==> src/source/processor_defs.svh <==
`ifndef PROCESSOR_DEFS_SVH
`define PROCESSOR_DEFS_SVH

// Data and instruction word width
`define WORD_WIDTH 16

// General registers in the register file
`define REG_COUNT 4

// Words in each of the two memories
`define MEM_DEPTH 512

// Address bits needed for MEM_DEPTH words
`define MEM_ADDR_WIDTH 9

`endif

==> src/source/datapathPkg.sv <==
`include "processor_defs.svh"

package datapathPkg;

	typedef logic [`WORD_WIDTH-1:0] wordT;

	// Low address bits shared by data memory and PC
	typedef logic [`MEM_ADDR_WIDTH-1:0] memAddrT;

	typedef enum logic [2:0] {
		aluAdd,
		aluSub,
		aluAnd,
		aluOr,
		aluXor,
		aluShl,
		aluShr,
		aluPass
	} aluOpT;

	// Register write-back source
	typedef enum logic [1:0] {
		wbAlu,
		wbImm,
		wbMem
	} wbSrcT;

	typedef enum logic [1:0] {
		pcNext,
		pcImm,
		pcReg
	} pcSelT;

	typedef enum logic [1:0] {
		stIdle,
		stRun,
		stHalt
	} runStateT;

endpackage

==> src/source/alu.sv <==
`timescale 1ns/100ps
`include "processor_defs.svh"

module alu (
	input  logic                clk,
	input  logic                rst,
	input  datapathPkg::aluOpT  aluOp,
	input  logic                aluFlagWe,
	input  datapathPkg::wordT   a,
	input  datapathPkg::wordT   b,
	output datapathPkg::wordT   aluOut,
	output logic                cFlag,
	output logic                zFlag
);

	// Result with the carry or borrow in the top bit
	logic [`WORD_WIDTH:0] wideResult;
	logic carryOut;

	always_comb begin
		wideResult = '0;
		carryOut = 1'b0;
		case (aluOp)
			datapathPkg::aluAdd: begin
				wideResult = {1'b0, a} + {1'b0, b};
				carryOut = wideResult[`WORD_WIDTH];
			end
			datapathPkg::aluSub: begin
				// Top bit goes high on a borrow
				wideResult = {1'b0, a} - {1'b0, b};
				carryOut = wideResult[`WORD_WIDTH];
			end
			datapathPkg::aluAnd: wideResult = {1'b0, a & b};
			datapathPkg::aluOr:  wideResult = {1'b0, a | b};
			datapathPkg::aluXor: wideResult = {1'b0, a ^ b};
			datapathPkg::aluShl: begin
				wideResult = {1'b0, a[`WORD_WIDTH-2:0], 1'b0};
				carryOut = a[`WORD_WIDTH-1];
			end
			datapathPkg::aluShr: begin
				wideResult = {2'b00, a[`WORD_WIDTH-1:1]};
				carryOut = a[0];
			end
			default: begin
				// MOV passes rs through
				wideResult = {1'b0, b};
			end
		endcase
	end

	assign aluOut = wideResult[`WORD_WIDTH-1:0];

	always_ff @(posedge clk or posedge rst) begin
		if (rst) begin
			cFlag <= 1'b0;
			zFlag <= 1'b0;
		end else if (aluFlagWe) begin
			cFlag <= carryOut;
			zFlag <= (aluOut == '0);
		end
	end

endmodule

==> config.mk <==
export PLATFORM = sky130hd
export DESIGN_NAME = alu
export DESIGN_NICKNAME = d
export VERILOG_FILES = /design/src/source/datapathPkg.sv /design/src/source/alu.sv
export VERILOG_INCLUDE_DIRS = /design/src /design/src/source
export SDC_FILE = /design/constraint.sdc
export NUM_CORES = 1
export LEC_CHECK = 0
export BUFFER_PORTS_ARGS = -buffer_cell sky130_fd_sc_hd__clkbuf_2
export CAP_MARGIN = 5
export CORE_MARGIN = 4
export CORE_UTILIZATION = 45
export DETAILED_ROUTE_END_ITERATION = 8
export PLACE_DENSITY = 0.69
export SETUP_SLACK_MARGIN = 0.02
export SYNTH_ARGS = -nofsm -noshare
export SYNTH_HDL_FRONTEND = slang
export SYNTH_SLANG_ARGS = --single-unit
==> constraint.sdc <==
create_clock -name clk -period 2.1 [get_ports clk]
set_input_delay 0.105 -clock clk [delete_from_list [all_inputs] [get_ports clk]]
set_output_delay 0.105 -clock clk [all_outputs]
set_load 0.05 [all_outputs]
==> out/qor.yml <==
synth_cell_types: 69
drtIter0Drc: 495
layout-area-overhead-vs-synth_pct: 89.2
crit_fanout: 4
yosysSeqAreaShare_pct: 1.57
start_util_pct: 46.7
wl_um: 17100
first_pass_iters: 8
fmax_ghz: 0.356
maxSlewViolCount: 0
grt_overflow_total: 0
gr-usage-all-layers_pct: 35.1
worst_slew_pin_slew_ns: 0.532
fill_cells: 358
cts_made_buffers: 3
synth_top_area_share_pct: 19.2
finalPower_mw: 2.23
final-hold-violation-count: 0
die-area_um2: 8500
coreArea_um2: 6830
finish.utilization_pct: 88.3
antenna_cells: 0
required_ns: 2.21
ant_nets: 0
wl_per_cell_um: 21.4
critPathKind: "input port to flop"
die_h_um: 92.2
dieWidth_um: 92.2
mostFrequentLayoutCell: "buf_4"
start_kind: "input port"
cts_buffer_depth: 2
setup_viol_count_final: 16
insertion_delay_ns: 0.22
yosys.area.top_type: "ha_1"
synthTopCellsByArea: "ha_1, a21oi_1, inv_1"
vias_per_cell: 6.28
pwr_density_cell_nw_per_um2: 369
synth-main-ff-cell: "dfrtp_1"
cts_sinks: 2
hp-class: "input port to flop"
syn_nets: 562
ys.warnings.count: 0
grt_max_degree: 17
place.gp.congestion: 1.03
drive_gt1_share_pct: 51.4
cts_max_level: 1
setup_tns_ns: -6.64
period_share_pct: 134
avgSynthCellArea_um2: 6.74
netlist_area_um2: 3190
ios: 56
antenna_found_initial: 0
failed_checks: "setup timing"
nNetsFinal: 794
path_clk_slew_ns: 0.03
drc: 0
mostFrequentLayoutCells: "buf_4, inv_1, nor2_1, clkbuf_2, ha_1"
cts_tree: "yes"
worst_slack_ns: -0.707
run_status: "finished with violations"
ys_ff_latch: 2
fin_crit_ns: 2.81
dp_hpwl_um: 11200
synth_edf_count: 0
grt_pass1_wl_um: 24200
async_flop_share_pct: 100
drv_cap: 0
num_rows: 30
dr_total_vias: 5017
clock_skew_ns: 0
slew_headroom_pct: 64.4
worstPathArrival_ns: 2.92
end_kind: "flop"
grt_setup_unrepaired: "yes"
leakage_nw: 2.81
cts_root_buf: "clkbuf_8"
postSynthCellCount: 473
vdd_drop_max_uv: 252
placement.io_buffers: 55
hold_ws_ns: 0.257
reg2reg_slack_ns: 1.34
dp_slack_ns: -0.980
grt_pass1_vias: 4970
[cell families (layout without fill, tap and decap cells)]
family / Yosys count / count (layout) / share of synthesized area (%)
compound gates: 170 / 170 / 36.9
simple gates: 148 / 148 / 24.2
buf+inv: 85 / 315 / 11.5
fa+ha+maj: 51 / 51 / 20.5
mux: 12 / 12 / 3.96
xor+xnor: 5 / 5 / 1.37
flops: 2 / 2 / 1.57
[repair_timing]
| action | in CTS | in global routing |
|---|---|---|
| pin swaps | 46 | 48 |
| gates resized for setup | 82 | 55 |
| endpoints found under the setup margin | 15 | 16 |
| buffers inserted | 8 | 16 |
| cloned | 0 | 0 |
| hold endpoints to repair | 2 | 0 |
| hold buffers | 1 | 0 |
[area by class of cell]
| class | instances | area, um2 | share of cell area [%] |
|---|---|---|---|
| Multi-Input combinational cell | 386 | 3450 | 57.3 |
| Timing Repair Buffer | 258 | 2150 | 35.6 |
| Inverter | 54 | 218 | 3.61 |
| Tap cell | 96 | 120 | 1.99 |
| Sequential cell | 2 | 50.0 | 0.830 |
| Clock buffer | 3 | 41.3 | 0.685 |
[metrics by stage]
stage,cell area [um2],cells
2_1_floorplan,3400,473
3_3_place_gp,5120,773
3_5_place_dp,5120,773
4_1_cts,5690,785
5_1_grt,6030,799
6_report,6030,799
[state kept, by name, indices dropped and copies added, names as in the netlist]
signal,flops
cFlag,1
zFlag,1
[Yosys cell counts, types with 10 or more instances]
master	count
buf_2	16
nor3_1	14
nor2_1	39
a221oi_1	11
a31oi_1	16
inv_1	53
nand2b_1	11
a21oi_1	42
clkbuf_1	10
ha_1	49
a21o_1	12
nand2_1	32
o21ai_0	25
[final timing paths]
path                            from    end  cells after the start
max                             a[1]  zFlag                     16
min                        aluFlagWe  cFlag                      3
max reg2reg                    cFlag  cFlag                      2
min reg2reg                    zFlag  zFlag                      2
max in group asynchronous        rst  cFlag                      3
min in group asynchronous        rst  zFlag                      3
[critical path, stage by stage]
cell and delay, ns:
clkbuf_16 0.11, buf_12 0.11, clkinv_8 0.05, ha_4 0.29, buf_6 0.10, a21o_1 0.14, nand4_1 0.21, buf_4 0.21
buf_4 0.13, a31oi_4 0.15, xor2_1 0.09, a221oi_1 0.32, nor2_2 0.13, a2111oi_4 0.36, nand4bb_1 0.15, o31ai_1 0.25
[power by group]
group	switching, mW	internal, mW	leakage [nW]
clock network	0.0384	0.122	0.0216
logic	1.06	0.960	2.77
registers	0.00175	0.0411	0.0259
[routing by layer]
| metal | GRT usage [%] | share of wire (%) | wire, um | vias up |
|---|---|---|---|---|
| met1 | 42.0 | 36 | 6080 | 2304 |
| met3 | 5.09 | 11 | 1810 | 134 |
| met5 | 0 | 0 | 0 | - |
| met2 | 60.7 | 47 | 8060 | 384 |
| met4 | 17.6 | 6.9 | 1190 | 0 |
| li1 | - | - | - | 2195 |
No activity file was read; power rests on OpenSTA's default activity.
