===== config.mk =====
export PLATFORM = sky130hd
export DESIGN_NAME = decoder
export DESIGN_NICKNAME = d
export VERILOG_FILES = /design/src/source/datapathPkg.sv /design/src/source/isaPkg.sv /design/src/source/decoder.sv
export VERILOG_INCLUDE_DIRS = /design/src /design/src/source
export SDC_FILE = /design/constraint.sdc
export NUM_CORES = 1
export LEC_CHECK = 0
export ABC_AREA = 1
export BUFFER_PORTS_ARGS = -buffer_cell sky130_fd_sc_hd__buf_2
export CORE_AREA = 2 2 39 41
export DETAILED_ROUTE_END_ITERATION = 16
export DIE_AREA = 0 0 41 43
export PLACE_DENSITY = 0.58
export SLEW_MARGIN = 20
export SYNTH_ARGS = -nofsm -noshare
export SYNTH_HDL_FRONTEND = slang
export SYNTH_SLANG_ARGS = --single-unit

===== constraint.sdc =====
create_clock -name vclk -period 1.06
set_clock_uncertainty 0.1 [all_clocks]
set_input_delay 0.106 -clock vclk [all_inputs]
set_output_delay 0.106 -clock vclk [all_outputs]
set_load 0.01 [all_outputs]

===== src/source/processor_defs.svh =====
`ifndef PROCESSOR_DEFS_SVH
`define PROCESSOR_DEFS_SVH

// Data and instruction word width
`define WORD_WIDTH 16

// General registers in the register file
`define REG_COUNT 4

// Words in each of the two memories
`define MEM_DEPTH 512

// Address bits needed for MEM_DEPTH words
`define MEM_ADDR_WIDTH 9

`endif


===== src/source/datapathPkg.sv =====
`include "processor_defs.svh"

package datapathPkg;

	typedef logic [`WORD_WIDTH-1:0] wordT;

	// Low address bits shared by data memory and PC
	typedef logic [`MEM_ADDR_WIDTH-1:0] memAddrT;

	typedef enum logic [2:0] {
		aluAdd,
		aluSub,
		aluAnd,
		aluOr,
		aluXor,
		aluShl,
		aluShr,
		aluPass
	} aluOpT;

	// Register write-back source
	typedef enum logic [1:0] {
		wbAlu,
		wbImm,
		wbMem
	} wbSrcT;

	typedef enum logic [1:0] {
		pcNext,
		pcImm,
		pcReg
	} pcSelT;

	typedef enum logic [1:0] {
		stIdle,
		stRun,
		stHalt
	} runStateT;

endpackage


===== src/source/isaPkg.sv =====
`include "processor_defs.svh"

package isaPkg;

	// Opcode field, instruction bits 15:12
	typedef enum logic [3:0] {
		opAdd = 4'd0,
		opSub = 4'd1,
		opAnd = 4'd2,
		opOr  = 4'd3,
		opXor = 4'd4,
		opShl = 4'd5,
		opShr = 4'd6,
		opMov = 4'd7,
		opLdi = 4'd8,
		opLd  = 4'd9,
		opSt  = 4'd10,
		opJmp = 4'd11,
		opJz  = 4'd12,
		opJc  = 4'd13,
		opJr  = 4'd14,
		opHlt = 4'd15
	} opcodeT;

	// Register number, rd in 11:10 and rs in 9:8
	typedef logic [$clog2(`REG_COUNT)-1:0] regIdxT;

	// Immediate in 7:0, always zero-extended
	typedef logic [7:0] imm8T;

	typedef logic [`WORD_WIDTH-1:0] instrT;

endpackage


===== src/source/decoder.sv =====
`timescale 1ns/100ps
`include "processor_defs.svh"

module decoder (
	input  isaPkg::instrT       instr,
	input  logic                cFlag,
	input  logic                zFlag,
	input  logic                en,
	output datapathPkg::aluOpT  aluOp,
	output logic                aluFlagWe,
	output logic                regWe,
	output isaPkg::regIdxT      rdIdx,
	output isaPkg::regIdxT      rsIdx,
	output datapathPkg::wbSrcT  wbSrc,
	output isaPkg::imm8T        imm,
	output logic                memWe,
	output datapathPkg::pcSelT  pcSel,
	output logic                halt
);

	isaPkg::opcodeT opcode;
	logic flagWeRaw;
	logic regWeRaw;
	logic memWeRaw;
	logic haltRaw;

	// Instruction fields
	assign opcode = isaPkg::opcodeT'(instr[`WORD_WIDTH-1 -: 4]);
	assign rdIdx = instr[11:10];
	assign rsIdx = instr[9:8];
	assign imm = instr[7:0];

	always_comb begin
		aluOp = datapathPkg::aluPass;
		flagWeRaw = 1'b0;
		regWeRaw = 1'b0;
		memWeRaw = 1'b0;
		haltRaw = 1'b0;
		wbSrc = datapathPkg::wbAlu;
		pcSel = datapathPkg::pcNext;
		case (opcode)
			isaPkg::opAdd: aluOp = datapathPkg::aluAdd;
			isaPkg::opSub: aluOp = datapathPkg::aluSub;
			isaPkg::opAnd: aluOp = datapathPkg::aluAnd;
			isaPkg::opOr:  aluOp = datapathPkg::aluOr;
			isaPkg::opXor: aluOp = datapathPkg::aluXor;
			isaPkg::opShl: aluOp = datapathPkg::aluShl;
			isaPkg::opShr: aluOp = datapathPkg::aluShr;
			default:       aluOp = datapathPkg::aluPass;
		endcase
		case (opcode)
			isaPkg::opAdd, isaPkg::opSub, isaPkg::opAnd, isaPkg::opOr,
			isaPkg::opXor, isaPkg::opShl, isaPkg::opShr: begin
				flagWeRaw = 1'b1;
				regWeRaw = 1'b1;
			end
			isaPkg::opMov: regWeRaw = 1'b1;
			isaPkg::opLdi: begin
				regWeRaw = 1'b1;
				wbSrc = datapathPkg::wbImm;
			end
			isaPkg::opLd: begin
				regWeRaw = 1'b1;
				wbSrc = datapathPkg::wbMem;
			end
			isaPkg::opSt:  memWeRaw = 1'b1;
			isaPkg::opJmp: pcSel = datapathPkg::pcImm;
			// Conditional jumps fall through when the flag is clear
			isaPkg::opJz:  pcSel = zFlag ? datapathPkg::pcImm : datapathPkg::pcNext;
			isaPkg::opJc:  pcSel = cFlag ? datapathPkg::pcImm : datapathPkg::pcNext;
			isaPkg::opJr:  pcSel = datapathPkg::pcReg;
			default:       haltRaw = 1'b1;
		endcase
	end

	// Strobes only act while the core runs
	assign aluFlagWe = en & flagWeRaw;
	assign regWe = en & regWeRaw;
	assign memWe = en & memWeRaw;
	assign halt = en & haltRaw;

endmodule


==> results.md, run 1 <==
* Pre-CTS WS at 106.9 ps
* Worst-path maximum fanout at 5
* Max VDD drop at ~110 µV
* Syn Std Cell Area at approximately 240 µm²
* Synth top area cells: buf_4 (38%), nand2_1 (11%), nand3_1 (6.3%)
* Average cell area after synthesis at between 5 and 6 µm²
* RSZ-0062 raised after global routing: no
* Area Growth Syn to Fin at 3.665%
* Max Cap Viol at 0
* Distinct cells, synth at 15
* Post-synth top area cell: buf_4
* # rows at 14
* Commonest non-fill, non-tap cell in the layout: buf_2
* Crit. End Element: primary output
* Final Hold Fails at 0
* Hold Crit Depth at 0
* Status: finished, final reports clean
* DIE WIDTH at between 40 and 50 µm
* Die ar. at roughly 1800 µm²
* Cts repair resizes at 0
* FFs & Latches at 0
* Vias/cell at between 4 and 5
* Core area at 1384 µm²
* DRC at 0
* Crit-path cells: buf_2 > inv_2 > nand2_1 > nor3_1 > buf_2
* Detail Route Antenna Nets at 0
* Total GRT Usage at just over 6%
* Setup TNS at 0 ps
* Drt pass-1 iters at 4
* Fin. max-slew vios at 0
* First-pass GRT wire length at a little over 800 µm
* Worst hold start: instr[1]
* Share of post-route cells with drive strength above 1 at between 50% and 60%
* Hold_buf cts at 0
* Most frequent cells in the layout: buf_2 (18), nand2_1 (7), inv_1 (4)
* Final instance area at 247.7 µm²
* PortBufs at 18
* Routed len/inst at 8.746 µm
* Ports at 42
* Pwr Total at 0.08686 mW
* Leakage power at around 0.15 nW
* DPL Wire Length at roughly 480 µm
* Syn Nets at 61
* Setup CP Type: primary input to primary output
* Pwr dens at 350.6 nW/µm²
* GRT overflow at 0
* Initial drt markers at 4
* Most used cell, CP: buf_2
* PnR worst setup slack at between 100 and 150 ps
* Vias at 261
* Die H at ~43 µm
* Min cycle time layout at ~940 ps
* Multi-input logic area at ~120 µm²
* Vias in the first global route at between 200 and 250
* Crit-path slowest cell: nor3_1
* Yosys top cell area share at around 38%
* Worst Tran Pin Value at ~160 ps
* Synth warnings at 0
* Antenna cell count at 0
* HP Class: primary input to primary output
* Final Wtd Congestion at 0.7634
* Worst path max stage delay at approximately 180 ps
* Worst hold endpoint: imm[1]
* Worst slew margin at about nine tenths
* Max frequency at 1062 MHz
* Seq/Total Area, Yosys at 0%
* CP required at ~850 ps
* Post-CTS setup buffers at 0
* Storage element area at 0 µm²
* Tcrit/Tclk final at between 80% and 90%
* Finish-stage setup viols at 0
* Final wirelength at ~550 µm
* Area after DPL at around 250 µm²
* Initial Utilization at 17.27%
* Synth Instances at 42
* Number of clock buffers in the layout at 0
* Final-stage net count at 68
* Critical Path AT at 740 ps
* Initial antenna violation count at 0
* CP startpoint kind: primary input
* Layout fillers at roughly 170
* Pin count of the biggest net entering global routing at 10
[area by class of cell]
type | instances | area share (%)
Inverter | 6 | 9.091
Multi-Input combinational cell | 23 | 46.46
Timing Repair Buffer | 18 | 36.36
Tap cell | 16 | 8.081
[synthesized netlist by cell type]
master	count
a21oi_1	1
buf_4	12
buf_6	1
inv_1	4
inv_2	2
nand2_1	7
nand2_2	1
nand3_1	3
nand4_1	1
nor2_1	3
nor2_2	1
nor3_1	3
nor3_2	1
o21ai_1	1
o21ai_2	1
[kinds of logic after synthesis]
kind of cell	Yosys count	share of synthesized area [%]
AND/OR/NAND/NOR	20	40.32
buffers and inverters	19	51.83
AO/OA/AOI/OAI	3	7.850
[metrics by stage]
| step | cells | utilization, % | hold slack, ps |
|---|---|---|---|
| 5_1_grt | 63 | 17.90 | 112.0 |
| 2_1_floorplan | 42 | - | 162.7 |
| 3_5_place_dp | 63 | 17.90 | 112.1 |
| 4_1_cts | 63 | 17.90 | 112.1 |
| 3_3_place_gp | 63 | 17.90 | 112.1 |
| 6_report | 63 | 17.90 | 112.0 |
[worst max path at each step]
stage,startpoint,end,cells past startpoint
2_1_floorplan,instr[13],halt,3
3_3_place_gp,instr[14],memWe,5
3_5_place_dp,instr[14],memWe,5
4_1_cts,instr[14],memWe,5
5_1_grt,instr[14],memWe,5
6_report,instr[14],memWe,5
[layer usage]
metal  part of all wire, %  routed length, µm  global-route usage, %
met3                    14                 78                  1.047
met5                     0                  0                      0
met1                    38                212                  8.544
met2                    47                259                  9.375
met4                     0                  0                  1.333
[report_power, final]
group	internal [mW]	switching [mW]
registers	0	0
clock network	0	0
logic	0.0336	0.0533
[critical path, delay by kind of cell]
kind,cells,cell delay (ps)
buffers and inverters,3,350
and+or+nand+nor,2,280
No activity file was read; power rests on OpenSTA's default activity.
==> inputs of run 2 (changes only) <==
--- a/config.mk
+++ b/config.mk
@@ -6,12 +6,11 @@
 export SDC_FILE = /design/constraint.sdc
 export NUM_CORES = 1
 export LEC_CHECK = 0
-export ABC_AREA = 1
 export BUFFER_PORTS_ARGS = -buffer_cell sky130_fd_sc_hd__buf_2
 export CORE_AREA = 2 2 39 41
 export DETAILED_ROUTE_END_ITERATION = 16
 export DIE_AREA = 0 0 41 43
-export PLACE_DENSITY = 0.58
+export PLACE_DENSITY = 0.57
 export SLEW_MARGIN = 20
 export SYNTH_ARGS = -nofsm -noshare
 export SYNTH_HDL_FRONTEND = slang
==> run 2 against run 1 <==
Synthesized area down 1.6%; power down 8.6%; largest cell class unchanged; first-iteration DRC count down 100%; worst setup slack worse by 24 ps; die area unchanged; sequential share of layout area unchanged; clock-buffer cell count unchanged; cell area down 4.5%; combinational power down 8.6%; synthesized cell count down 19%; flip-flop and latch count unchanged; via count down 19%.
==> results.md, run 2 <==
* Status: finished, final reports clean
* Ports at 42
* Vias in the first global route at 146
* # rows at 14
* Worst Tran Pin Value at 191.5 ps
* Drt pass-1 iters at 1
* DIE WIDTH at 41 µm
* Finish-stage setup viols at 0
* Worst hold endpoint: imm[3]
* Average cell area after synthesis at between 6 and 7 µm²
* Critical Path AT at between 700 and 800 ps
* Mux share of post-synthesis cell area at 4.255%
* Initial drt markers at 0
* Initial Utilization at 17.00%
* Final Wtd Congestion at 0.5349
* Yosys top cell area share at about two fifths
* CP startpoint kind: primary input
* Pwr dens at 335.7 nW/µm²
* GRT overflow at 0
* Pin count of the biggest net entering global routing at 10
* XOR/XNOR share of the synthesized area at 0%
* Total GRT Usage at 4.396%
* Syn Std Cell Area at roughly 240 µm²
* Final Hold Fails at 0
* Worst hold start: instr[3]
* Antenna cell count at 0
* RSZ-0062 raised after global routing: no
* Number of clock buffers in the layout at 0
* Max frequency at ~1000 MHz
* Synth top cells by count: buf_4 (13), nand2_1 (3), nor2_1 (3), or2_2 (3)
* Worst slew margin at slightly below 90%
* Seq/Total Area, Yosys at 0%
* Worst-path maximum fanout at 6
* Distinct cells, synth at 16
* Vias/cell at between 3 and 4
* Vias at 211
* Post-CTS setup buffers at 0
* Max VDD drop at around 48 µV
* Setup TNS at 0 ps
* Most frequent cells in the layout: buf_2 (18), nand2_1 (3), nor2_1 (3), or2_2 (3)
* Final-stage net count at 59
* Largest family of logic cells by synthesized area: buffers and inverters
* Share of post-route cells with drive strength above 1 at 63.16%
* Synth warnings at 0
* Min cycle time layout at 965.5 ps
* HP Class: primary input to primary output
* Routed len/inst at just under 9 µm
* Leakage power at 0.1228 nW
* Detail Route Antenna Nets at 0
* DRC at 0
* CP required at 850 ps
* Simple-Gate Fraction of Synth Area at 38.30%
* Synth top area cells: buf_4 (41%), or2_2 (8.0%), nor3b_2 (5.3%)
* Hold_buf cts at 0
* First-pass GRT wire length at approximately 600 µm
* Fin. max-slew vios at 0
* Synth Area in Compound Gates at 9.574%
* Storage element area at 0 µm²
* Core area at between 1000 and 1500 µm²
* Cts repair resizes at 0
* Layout fillers at 165
* Multi-input logic area at 122.6 µm²
* Setup CP Type: primary input to primary output
* Tcrit/Tclk final at 91.09%
* Hold Crit Depth at 0
* Post-synth top area cell: buf_4
* Synth Instances at 34
* Max Cap Viol at 0
* FFs & Latches at 0
* DPL Wire Length at 394.8 µm
* Crit. End Element: primary output
* Adder-cell share of the synthesized area at 0%
* Most frequent cell after synthesis: buf_4
* PortBufs at 18
* Final wirelength at around 480 µm
* Pwr Total at 0.07938 mW
* Area Growth Syn to Fin at 0.5318%
* Commonest non-fill, non-tap cell in the layout: buf_2
* Syn Nets at between 50 and 60
* Die H at 43 µm
* Die ar. at around 1800 µm²
* Initial antenna violation count at 0
run 2: changes by cell type in the layout (fill, tap and decap cells not counted), moves of 2 or more:
cell and change:
inv_1 -3, inv_2 -2, nand2_1 -4, nand3_1 -2, nor3_1 -2, or2_2 +3
run 2: final cells by class:
cell class | instances | share of cell area, %
Multi-Input combinational cell | 19 | 51.85
Timing Repair Buffer | 18 | 38.10
Tap cell | 16 | 8.466
Inverter | 1 | 1.587
run 2: worst max path at each step:
stage / startpoint / to / slack [ps]
5_1_grt: instr[14] / wbSrc[1] / 40
6_report: instr[14] / wbSrc[1] / 90
4_1_cts: instr[14] / wbSrc[1] / 80
3_3_place_gp: instr[14] / wbSrc[1] / 90
2_1_floorplan: instr[12] / aluFlagWe / 200
3_5_place_dp: instr[14] / wbSrc[1] / 80
run 2: cells by family after synthesis:
kind of cell	Yosys count
and+or+nand+nor	15
AOI/OAI and AO/OA	3
muxes	1
buffers and inverters	15
run 2: where the power goes:
group / leakage (nW) / internal [mW] / switching, mW / total (mW)
combinational: 0.123 / 0.0364 / 0.0430 / 0.0794
sequential: 0 / 0 / 0 / 0
clock: 0 / 0 / 0 / 0
run 2: per-layer routing:
metal	up-vias	track usage [%]	share of wire, %
met5	-	0	0
met4	0	0.6667	0
met3	0	0	11
met2	10	8.438	47
met1	94	5.063	42
li1	107	-	-
run 2: through the flow:
step                      setup slack (ps)  utilization, %  instances  hold WS, ps  cell area (µm²)
after CTS                            81.62           17.09         54        112.1            236.5
after detailed placement             80.55           17.09         54        112.1            236.5
final                                94.48           17.09         54        112.0            236.5
after floorplan                      196.8               -         34        162.0            235.2
after global routing                 41.17           17.09         54        112.0            236.5
after global placement               91.75           17.09         54        112.1            236.5
run 2: critical path, cell delays in order:
cell and delay, ps:
buf_2 130, nand2b_2 210, nor3b_2 170, buf_2 140
