`config.mk`:
```
export PLATFORM = sky130hd
export DESIGN_NAME = registerFile
export DESIGN_NICKNAME = d
export VERILOG_FILES = /design/src/source/datapathPkg.sv /design/src/source/isaPkg.sv /design/src/source/registerFile.sv
export VERILOG_INCLUDE_DIRS = /design/src /design/src/source
export SDC_FILE = /design/constraint.sdc
export NUM_CORES = 1
export LEC_CHECK = 0
export ABC_AREA = 1
export BUFFER_PORTS_ARGS = -buffer_cell sky130_fd_sc_hd__clkbuf_2
export CAP_MARGIN = 30
export CORE_UTILIZATION = 40
export DETAILED_ROUTE_END_ITERATION = 6
export GPL_TIMING_DRIVEN = 0
export SYNTH_ARGS = -nofsm -noshare
export SYNTH_HDL_FRONTEND = slang
export SYNTH_SLANG_ARGS = --single-unit
```
`constraint.sdc`:
```
create_clock -name clk -period 3.6 [get_ports clk]
set_input_delay 0.72 -clock clk [delete_from_list [all_inputs] [get_ports clk]]
set_output_delay 0.72 -clock clk [all_outputs]
set_load 0.02 [all_outputs]
```
`src/source/processor_defs.svh`:
```
`ifndef PROCESSOR_DEFS_SVH
`define PROCESSOR_DEFS_SVH

// Data and instruction word width
`define WORD_WIDTH 16

// General registers in the register file
`define REG_COUNT 4

// Words in each of the two memories
`define MEM_DEPTH 512

// Address bits needed for MEM_DEPTH words
`define MEM_ADDR_WIDTH 9

`endif

```
`src/source/datapathPkg.sv`:
```
`include "processor_defs.svh"

package datapathPkg;

	typedef logic [`WORD_WIDTH-1:0] wordT;

	// Low address bits shared by data memory and PC
	typedef logic [`MEM_ADDR_WIDTH-1:0] memAddrT;

	typedef enum logic [2:0] {
		aluAdd,
		aluSub,
		aluAnd,
		aluOr,
		aluXor,
		aluShl,
		aluShr,
		aluPass
	} aluOpT;

	// Register write-back source
	typedef enum logic [1:0] {
		wbAlu,
		wbImm,
		wbMem
	} wbSrcT;

	typedef enum logic [1:0] {
		pcNext,
		pcImm,
		pcReg
	} pcSelT;

	typedef enum logic [1:0] {
		stIdle,
		stRun,
		stHalt
	} runStateT;

endpackage

```
`src/source/isaPkg.sv`:
```
`include "processor_defs.svh"

package isaPkg;

	// Opcode field, instruction bits 15:12
	typedef enum logic [3:0] {
		opAdd = 4'd0,
		opSub = 4'd1,
		opAnd = 4'd2,
		opOr  = 4'd3,
		opXor = 4'd4,
		opShl = 4'd5,
		opShr = 4'd6,
		opMov = 4'd7,
		opLdi = 4'd8,
		opLd  = 4'd9,
		opSt  = 4'd10,
		opJmp = 4'd11,
		opJz  = 4'd12,
		opJc  = 4'd13,
		opJr  = 4'd14,
		opHlt = 4'd15
	} opcodeT;

	// Register number, rd in 11:10 and rs in 9:8
	typedef logic [$clog2(`REG_COUNT)-1:0] regIdxT;

	// Immediate in 7:0, always zero-extended
	typedef logic [7:0] imm8T;

	typedef logic [`WORD_WIDTH-1:0] instrT;

endpackage

```
`src/source/registerFile.sv`:
```
`timescale 1ns/100ps
`include "processor_defs.svh"

module registerFile (
	input  logic                clk,
	input  logic                rst,
	input  logic                regWe,
	input  isaPkg::regIdxT      rdIdx,
	input  isaPkg::regIdxT      rsIdx,
	input  datapathPkg::wbSrcT  wbSrc,
	input  datapathPkg::wordT   aluOut,
	input  isaPkg::imm8T        imm,
	input  datapathPkg::wordT   memData,
	output datapathPkg::wordT   rdData,
	output datapathPkg::wordT   rsData,
	output datapathPkg::wordT   regWData
);

	datapathPkg::wordT regs [`REG_COUNT];

	// Write-back select
	always_comb begin
		case (wbSrc)
			datapathPkg::wbImm: regWData = datapathPkg::wordT'(imm);
			datapathPkg::wbMem: regWData = memData;
			default:            regWData = aluOut;
		endcase
	end

	always_ff @(posedge clk or posedge rst) begin
		if (rst) begin
			for (int i = 0; i < `REG_COUNT; i++) begin
				regs[i] <= '0;
			end
		end else if (regWe) begin
			regs[rdIdx] <= regWData;
		end
	end

	assign rdData = regs[rdIdx];
	assign rsData = regs[rsIdx];

endmodule

```
==> results.json, run 1 <==
{
  "placement.io_buffers": 94,
  "postSynthRegisterBits": 64,
  "postCtsResizedCells": 0,
  "nFillCells": 923,
  "post_cts_hold_buffer_count": 0,
  "cts.reportedPaths.clkPinSlew_ns": 0.07,
  "worst_slew_margin_rel": 0.461,
  "grt_max_degree": 65,
  "pre_cts_slack_ns": 0.647,
  "drtPass1Iterations": 5,
  "cts-buffers-inserted": 9,
  "dieArea_sq_um": 9510,
  "routabilityCongestion": 0.832,
  "vdd_ir_max_uv": 185,
  "mostFrequentLayoutCell": "nand2_1",
  "worstPathRequired_ns": 2.88,
  "violation_count_after_the_first_detailed_routing_iteration": 284,
  "sequential_power_share": 0.420,
  "rsz0062_at_grt": "false",
  "global_route.overflow_total": 0,
  "crit_path_start_kind": "input pin",
  "data_arrival_at_the_endpoint_of_the_critical_path_ns": 2.25,
  "die_width_microns": 97.5,
  "initial_utilization": 0.417,
  "synth-warning-count": 0,
  "post_cts_buffers": 0,
  "synthesis.instances": 539,
  "final.hold.worst_slack_ns": 0.496,
  "netSwitchingFraction": 0.347,
  "vias": 3987,
  "internal_power_mw": 1.45,
  "standard_cell_core_area_sq_um": 8760,
  "io_pins": 97,
  "ys_types": 19,
  "most-common-layout-cells": "258 x nand2_1, 94 x clkbuf_2, 64 x dfrtp_1",
  "grt_pass1_wl_mm": 19.0,
  "total_routed_wirelength_mm": 12.2,
  "drt.antenna.violating_nets": 0,
  "fin_skew_ns": 0,
  "syn_area_sq_um": 3650,
  "power.share.combinational": 0.269,
  "grt.total_usage": 0.261,
  "layout_worst_path_cycle_share": 0.826,
  "layout_top_registers": "regs (64)",
  "post_drt_via_cell_ratio": 5.27,
  "mappedNetlistNets": 590,
  "max_reg_flops": 64,
  "hold_class": "flip-flop to flip-flop",
  "register_containing_the_most_flip_flops_in_the_final_layout": "regs",
  "total_leakage_power_nw": 2.48,
  "drive_above_1_share": 0.217,
  "detail_route.drc_violations": 0,
  "dieHeight_microns": 97.5,
  "net_switching_power_figure_mw": 0.769,
  "clock_latency_ns": 0.34,
  "area_growth_pct": 22.5,
  "htree_levels": 3,
  "timing.setup.critical_path_class": "input pin to output pin",
  "timing.final.ws_setup_ns": 0.626,
  "power_per_cell_area_nw_per_um2": 496,
  "sinks_on_clock_net": 64,
  "maxCapViolCount": 0,
  "timing.setup.tns_ns": 0,
  "cts_buffer_depth": 2,
  "cp_max_fo": 10,
  "report.final.slew_viol_count": 0,
  "ys_seq_area_frac": 0.439,
  "power.share.clock": 0.311,
  "max_slew.worst_pin.slew_ns": 0.808,
  "synthesis.area_per_instance_sq_um": 6.77,
  "finalHoldViolations": 0,
  "dp_hpwl_mm": 8.30,
  "row_count": 34,
  "post_drt_wl_per_cell_microns": 16.1,
  "diodes": 0,
  "clock-root-buffer": "clkbuf_8",
  "crit_path_end_kind": "output pin",
  "tritoncts": "built",
  "max_freq_ghz": 0.336,
  "initial_antenna_violation_count": 0,
  "final-setup-viol-count": 0,
  "status": "complete, no violations",
  "finalNetCount": 695,
  "period_needed_ns": 2.97,
  "grt_pass1_vias": 3717
}
[logic make-up (layout without fill, tap and decap cells)]
kind of cell,after synthesis,after routing,synth area share
and+or+nand+nor,349,349,0.388
buffers and inverters,56,166,0.0730
adders and majority gates,2,2,0.00685
AOI/OAI and AO/OA,68,68,0.0939
DFF,64,64,0.439
[stage by stage]
stage,area (sq um),std cells,power (mW),utilization
global route,4470,757,2.34,0.510
finish,4470,757,2.22,0.510
CTS,4470,757,2.22,0.510
global placement,4260,741,1.52,0.486
detailed placement,4260,741,1.53,0.486
floorplan,3650,539,1.32,-
[worst max-delay path, cell delays in order]
cell and delay [ns]:
clkbuf_2 0.09, inv_1 0.04, ha_1 0.27, buf_2 0.17, inv_1 0.16, buf_4 0.20
nand3_1 0.08, nand3_1 0.29, clkbuf_2 0.23
[worst paths after layout]
kind                           from     endpoint  slack (ns)  cells after the start
setup / recovery           wbSrc[0]  regWData[2]        0.63                      9
hold / removal             regs[43]     regs[43]        0.50                      2
setup reg to reg           regs[25]     regs[25]        2.93                      2
hold reg to reg            regs[43]     regs[43]        0.50                      2
max in group asynchronous       rst     regs[37]        2.54                      2
min in group asynchronous       rst     regs[46]        0.53                      2
[synthesized netlist by cell type, drive strengths merged]
master	number	area [sq um]
nand4	13	81.3
nand2	261	987
inv	27	101
a21oi	16	80.1
buf	23	143
dfrtp	64	1600
nor2	43	186
o21ai	51	255
nand3	32	160
clkbuf	6	22.5
o211ai	1	7.51
ha	2	25.0
[per-layer routing]
layer  wire length (microns)  track usage
met1                    5400        0.353
met3                     908       0.0432
met2                    5500        0.412
met5                       0            0
met4                     357        0.118
[power groups by stage]
stage	registers (mW)	logic [mW]	clock network, mW
global placement	0.938	0.584	0
floorplan	0.919	0.399	0
global route	0.945	0.660	0.732
CTS	0.927	0.598	0.696
detailed placement	0.938	0.595	0
finish	0.931	0.596	0.690
[area by class of cell]
class	count	area (sq um)	area share
Buffer	29	165	0.0369
Clock buffer	13	149	0.0333
Clock inverter	3	65.1	0.0145
Inverter	27	104	0.0232
Multi-Input combinational cell	419	1780	0.399
Sequential cell	64	1600	0.358
Tap cell	108	135	0.0302
Timing Repair Buffer	94	470	0.105
No activity file was read; power rests on OpenSTA's default activity.
==> run 2, diff against run 1 <==
- PLACE_DENSITY: not set -> 0.66
- clock period: 3.6 -> 2.7 ns (I/O delays scaled with it)
==> results.json, run 2 (synthesis results as in run 1) <==
{
  "violation_count_after_the_first_detailed_routing_iteration": 368,
  "standard_cell_core_area_sq_um": 8760,
  "report.final.slew_viol_count": 0,
  "max_freq_ghz": 0.387,
  "layout_top_registers": "regs (64)",
  "htree_levels": 3,
  "post_cts_hold_buffer_count": 0,
  "mostFrequentLayoutCell": "nand2_1",
  "dieHeight_microns": 97.5,
  "post_cts_buffers": 0,
  "worstPathRequired_ns": 2.16,
  "initial_antenna_violation_count": 0,
  "clock-root-buffer": "clkbuf_8",
  "detail_route.drc_violations": 0,
  "area_growth_pct": 22.7,
  "grt_pass1_vias": 3767,
  "clock_latency_ns": 0.35,
  "finalHoldViolations": 0,
  "critical_path.top_delay_family": "buffers and inverters",
  "tritoncts": "built",
  "layout_worst_path_cycle_share": 0.957,
  "cts.reportedPaths.clkPinSlew_ns": 0.08,
  "total_routed_wirelength_mm": 11.9,
  "post_drt_via_cell_ratio": 5.26,
  "vdd_ir_max_uv": 214,
  "crit_path_end_kind": "output pin",
  "register_containing_the_most_flip_flops_in_the_final_layout": "regs",
  "diodes": 0,
  "period_needed_ns": 2.58,
  "max_reg_flops": 64,
  "most-common-layout-cells": "258 x nand2_1, 95 x clkbuf_2, 64 x dfrtp_1",
  "io_pins": 97,
  "initial_utilization": 0.417,
  "vias": 3985,
  "fin_skew_ns": 0,
  "cp.buffers_inverters": 6,
  "worst_slew_margin_rel": 0.468,
  "crit_path_start_kind": "input pin",
  "final-setup-viol-count": 0,
  "drt.antenna.violating_nets": 0,
  "status": "complete, no violations",
  "drive_above_1_share": 0.222,
  "grt.total_usage": 0.261,
  "grt_max_degree": 65,
  "max_slew.worst_pin.slew_ns": 0.798,
  "drtPass1Iterations": 5,
  "cpPeakStageDelay_ns": 0.28,
  "finalNetCount": 695,
  "maxCapViolCount": 0,
  "grt_pass1_wl_mm": 19.2,
  "timing.setup.critical_path_class": "input pin to output pin",
  "global_route.overflow_total": 0,
  "crit_slowest_cell": "ha_1",
  "power_per_cell_area_nw_per_um2": 660,
  "routabilityCongestion": 0.830,
  "dieArea_sq_um": 9510,
  "pre_cts_slack_ns": 0.0909,
  "final.hold.worst_slack_ns": 0.305,
  "cts_buffer_depth": 2,
  "timing.final.ws_setup_ns": 0.115,
  "placement.io_buffers": 94,
  "sinks_on_clock_net": 64,
  "cts-buffers-inserted": 9,
  "timing.critical_path.cells": "clkbuf_2 -> inv_1 -> ha_1 -> buf_2 -> inv_1 -> buf_4 -> nand3_1 -> nand3_1 -> clkbuf_2",
  "dp_hpwl_mm": 8.10,
  "total_leakage_power_nw": 2.49,
  "hold_class": "input pin to async pin",
  "cp_max_fo": 10,
  "data_arrival_at_the_endpoint_of_the_critical_path_ns": 2.04,
  "die_width_microns": 97.5,
  "post_drt_wl_per_cell_microns": 15.7,
  "postLayoutCoreUtil": 0.511,
  "rsz0062_at_grt": "false",
  "row_count": 34
}
-- run 2: cell types whose count changed in the layout (fill, tap and decap cells not counted), sizes merged --
cell,previous run,this run
clkbuf,113,111
clkinv,1,2
clkinvlp,0,1
-- run 2: area by class of cell --
| class | count | area (sq um) |
|---|---|---|
| repair buffers | 94 | 470 |
| flip-flops and latches | 64 | 1600 |
| multi-input cells | 419 | 1790 |
| clock buffers | 11 | 131 |
| plain buffers | 29 | 166 |
| clock inverters | 5 | 81.3 |
| well taps | 108 | 135 |
| inverters | 27 | 104 |
| fillers | 891 | 4290 |
-- run 2: worst paths after layout --
check	start	to	slack (ns)	depth (start not counted)
worst min register to register	regs[32]	regs[32]	0.51	2
max in group asynchronous	rst	regs[54]	1.85	2
worst min-delay path	rst	regs[46]	0.31	2
min in group clk	regs[32]	regs[32]	0.51	2
worst max register to register	regs[25]	regs[25]	2.03	2
worst max-delay path	wbSrc[0]	regWData[1]	0.12	9
-- run 2: stage by stage --
step / instance area, sq um / instances / total power, mW / setup TNS [ns]
detailed placement: 4260 / 741 / 2.04 / 0
finish: 4480 / 757 / 2.95 / 0
global placement: 4260 / 741 / 2.02 / -20.42
floorplan: 3650 / 539 / 1.76 / 0
CTS: 4470 / 757 / 2.95 / 0
global route: 4480 / 757 / 3.10 / 0
-- run 2: per-layer routing --
layer	wire length [microns]	part of all wire	GRT usage
met5	0	0	0
met2	5470	0.46	0.407
met3	886	0.075	0.0489
met1	5210	0.44	0.351
met4	291	0.025	0.122
-- run 2: power by group --
part	leakage [nW]	switching (mW)	total (mW)	internal, mW
Sequential	0.826	0.119	1.24	1.12
Clock	0.104	0.396	0.916	0.521
Combinational	1.56	0.532	0.794	0.263
-- run 2: what timing repair did --
item | 4_1_cts | 5_1_grt
gates resized for setup | 0 | 3
endpoints found under the setup margin | 0 | 2
hold endpoints to repair | 0 | 0
==> run 3, diff against run 2 <==
- CELL_PAD_IN_SITES_DETAIL_PLACEMENT: not set -> 0
- CELL_PAD_IN_SITES_GLOBAL_PLACEMENT: not set -> 1
- CORE_UTILIZATION: 40 -> 33
- PLACE_DENSITY: 0.66 -> not set
- PLACE_DENSITY_LB_ADDON: not set -> 0.1
==> results.json, run 3 (synthesis results as in run 1) <==
{
  "crit_path_end_kind": "output pin",
  "status": "finished, violations left",
  "htree_levels": 3,
  "dieArea_sq_um": 11500,
  "crit_path_start_kind": "input pin",
  "total_routed_wirelength_mm": 12.9,
  "nFillCells": 1138,
  "row_count": 38,
  "data_arrival_at_the_endpoint_of_the_critical_path_ns": 2.07,
  "vdd_ir_max_uv": 290,
  "maxCapViolCount": 0,
  "max_reg_flops": 64,
  "max_slew.worst_pin.slew_ns": 0.824,
  "cpPeakStageDelay_ns": 0.28,
  "hold_class": "input pin to async pin",
  "violation_count_after_the_first_detailed_routing_iteration": 299,
  "layout_worst_path_cycle_share": 0.968,
  "post_drt_wl_per_cell_microns": 16.3,
  "dpl-instance-area_sq_um": 4300,
  "tritoncts": "built",
  "clock-root-buffer": "clkbuf_8",
  "sinks_on_clock_net": 64,
  "initial_antenna_violation_count": 0,
  "finalNetCount": 695,
  "dp_hpwl_mm": 8.98,
  "period_needed_ns": 2.61,
  "cts-buffers-inserted": 9,
  "grt_max_degree": 65,
  "drive_above_1_share": 0.219,
  "regArea_sq_um": 1600,
  "dieHeight_microns": 107,
  "reg2reg_from": "regs[31]",
  "placement.io_buffers": 94,
  "instances_no_fill": 789,
  "timing.final.ws_setup_ns": 0.0869,
  "max_freq_ghz": 0.383,
  "register_containing_the_most_flip_flops_in_the_final_layout": "regs",
  "grt_pass1_wl_mm": 19.9,
  "routabilityCongestion": 0.869,
  "reg2reg_to": "regs[31]",
  "cts_buffer_depth": 2,
  "grt.total_usage": 0.237,
  "total_leakage_power_nw": 2.47,
  "worstPathRequired_ns": 2.16,
  "pre_cts_slack_ns": 0.0969,
  "cp_max_fo": 10,
  "global_route.overflow_total": 0,
  "drt.antenna.violating_nets": 0,
  "place.detailed.instances": 773,
  "standard_cell_core_area_sq_um": 10800,
  "postLayoutCoreUtil": 0.415,
  "worst_slew_margin_rel": 0.450,
  "final-setup-viol-count": 0,
  "drtPass1Iterations": 7,
  "initial_utilization": 0.338,
  "most-common-layout-cells": "258 x nand2_1, 95 x clkbuf_2, 64 x dfrtp_1",
  "diodes": 0,
  "layout_top_registers": "regs (64)",
  "io_pins": 97,
  "fin_total_pwr_mw": 2.85,
  "finalHoldViolations": 0,
  "post_drt_via_cell_ratio": 4.89,
  "mostFrequentLayoutCell": "nand2_1",
  "power_per_cell_area_nw_per_um2": 636,
  "clock_latency_ns": 0.35,
  "violations": "DRC",
  "grt_pass1_vias": 3697,
  "multi_input_gate_area_in_the_final_layout_sq_um": 1780,
  "timing.critical_path.cells": "clkbuf_2 -> inv_1 -> ha_1 -> buf_2 -> inv_1 -> buf_4 -> nand3_1 -> nand3_1 -> clkbuf_2",
  "timing.reg2reg.setup_slack_ns": 2.05,
  "cts.reportedPaths.clkPinSlew_ns": 0.07,
  "final_cell_area_sq_um": 4480,
  "timing.setup.critical_path_class": "input pin to output pin",
  "worst-r2r-cell-count": 2,
  "report.final.slew_viol_count": 0,
  "fin_skew_ns": 0,
  "rsz0062_at_grt": "false",
  "vias": 3856,
  "area_growth_pct": 22.7,
  "detail_route.drc_violations": 2,
  "die_width_microns": 107,
  "crit_slowest_cell": "nand3_1"
}
-- run 3: timing repair --
item,4_1_cts,5_1_grt
gates resized for setup,0,2
buffers inserted,0,0
endpoints found under the setup margin,0,1
hold buffers,0,0
-- run 3: through the flow --
step,setup TNS (ns),hold WS [ns]
2_1_floorplan,0,0.459
3_3_place_gp,-25.92,0.479
3_5_place_dp,0,0.483
4_1_cts,0,0.360
5_1_grt,0,0.403
6_report,0,0.323
-- run 3: where the power goes --
part / leakage [nW] / switching (mW) / total [mW] / internal [mW]
Clock: 0.0941 / 0.388 / 0.811 / 0.423
Sequential: 0.826 / 0.117 / 1.24 / 1.12
Combinational: 1.55 / 0.534 / 0.796 / 0.262
Total: 2.47 / 1.04 / 2.85 / 1.81
-- run 3: critical path, delay by kind of cell --
family / cells / cell delay [ns]
adders and majority gates: 1 / 0.27
buffers and inverters: 6 / 0.89
and+or+nand+nor: 2 / 0.36
-- run 3: worst max path at each step --
stage              from          end  cells after the start
6_report       wbSrc[0]  regWData[4]                      9
5_1_grt        wbSrc[0]  regWData[2]                      9
4_1_cts        wbSrc[0]  regWData[4]                      9
3_5_place_dp   wbSrc[0]  regWData[4]                      9
3_3_place_gp        rst     regs[61]                      2
2_1_floorplan       rst      regs[0]                      1
-- run 3: area by class of cell --
| class | instances | share of cell area |
|---|---|---|
| buffer | 29 | 0.0371 |
| clock buffer | 12 | 0.0302 |
| clock inverter | 4 | 0.0101 |
| inverter | 27 | 0.0232 |
| multi-input combinational | 419 | 0.398 |
| sequential | 64 | 0.357 |
| tap | 140 | 0.0391 |
| timing repair buffer | 94 | 0.105 |
-- run 3: per-layer routing --
layer,up-vias,global-route usage,routed length [microns]
met3,27,0.0328,669
met5,-,0,0
met2,141,0.359,5740
li1,1924,-,-
met4,0,0.117,400
met1,1764,0.329,6050
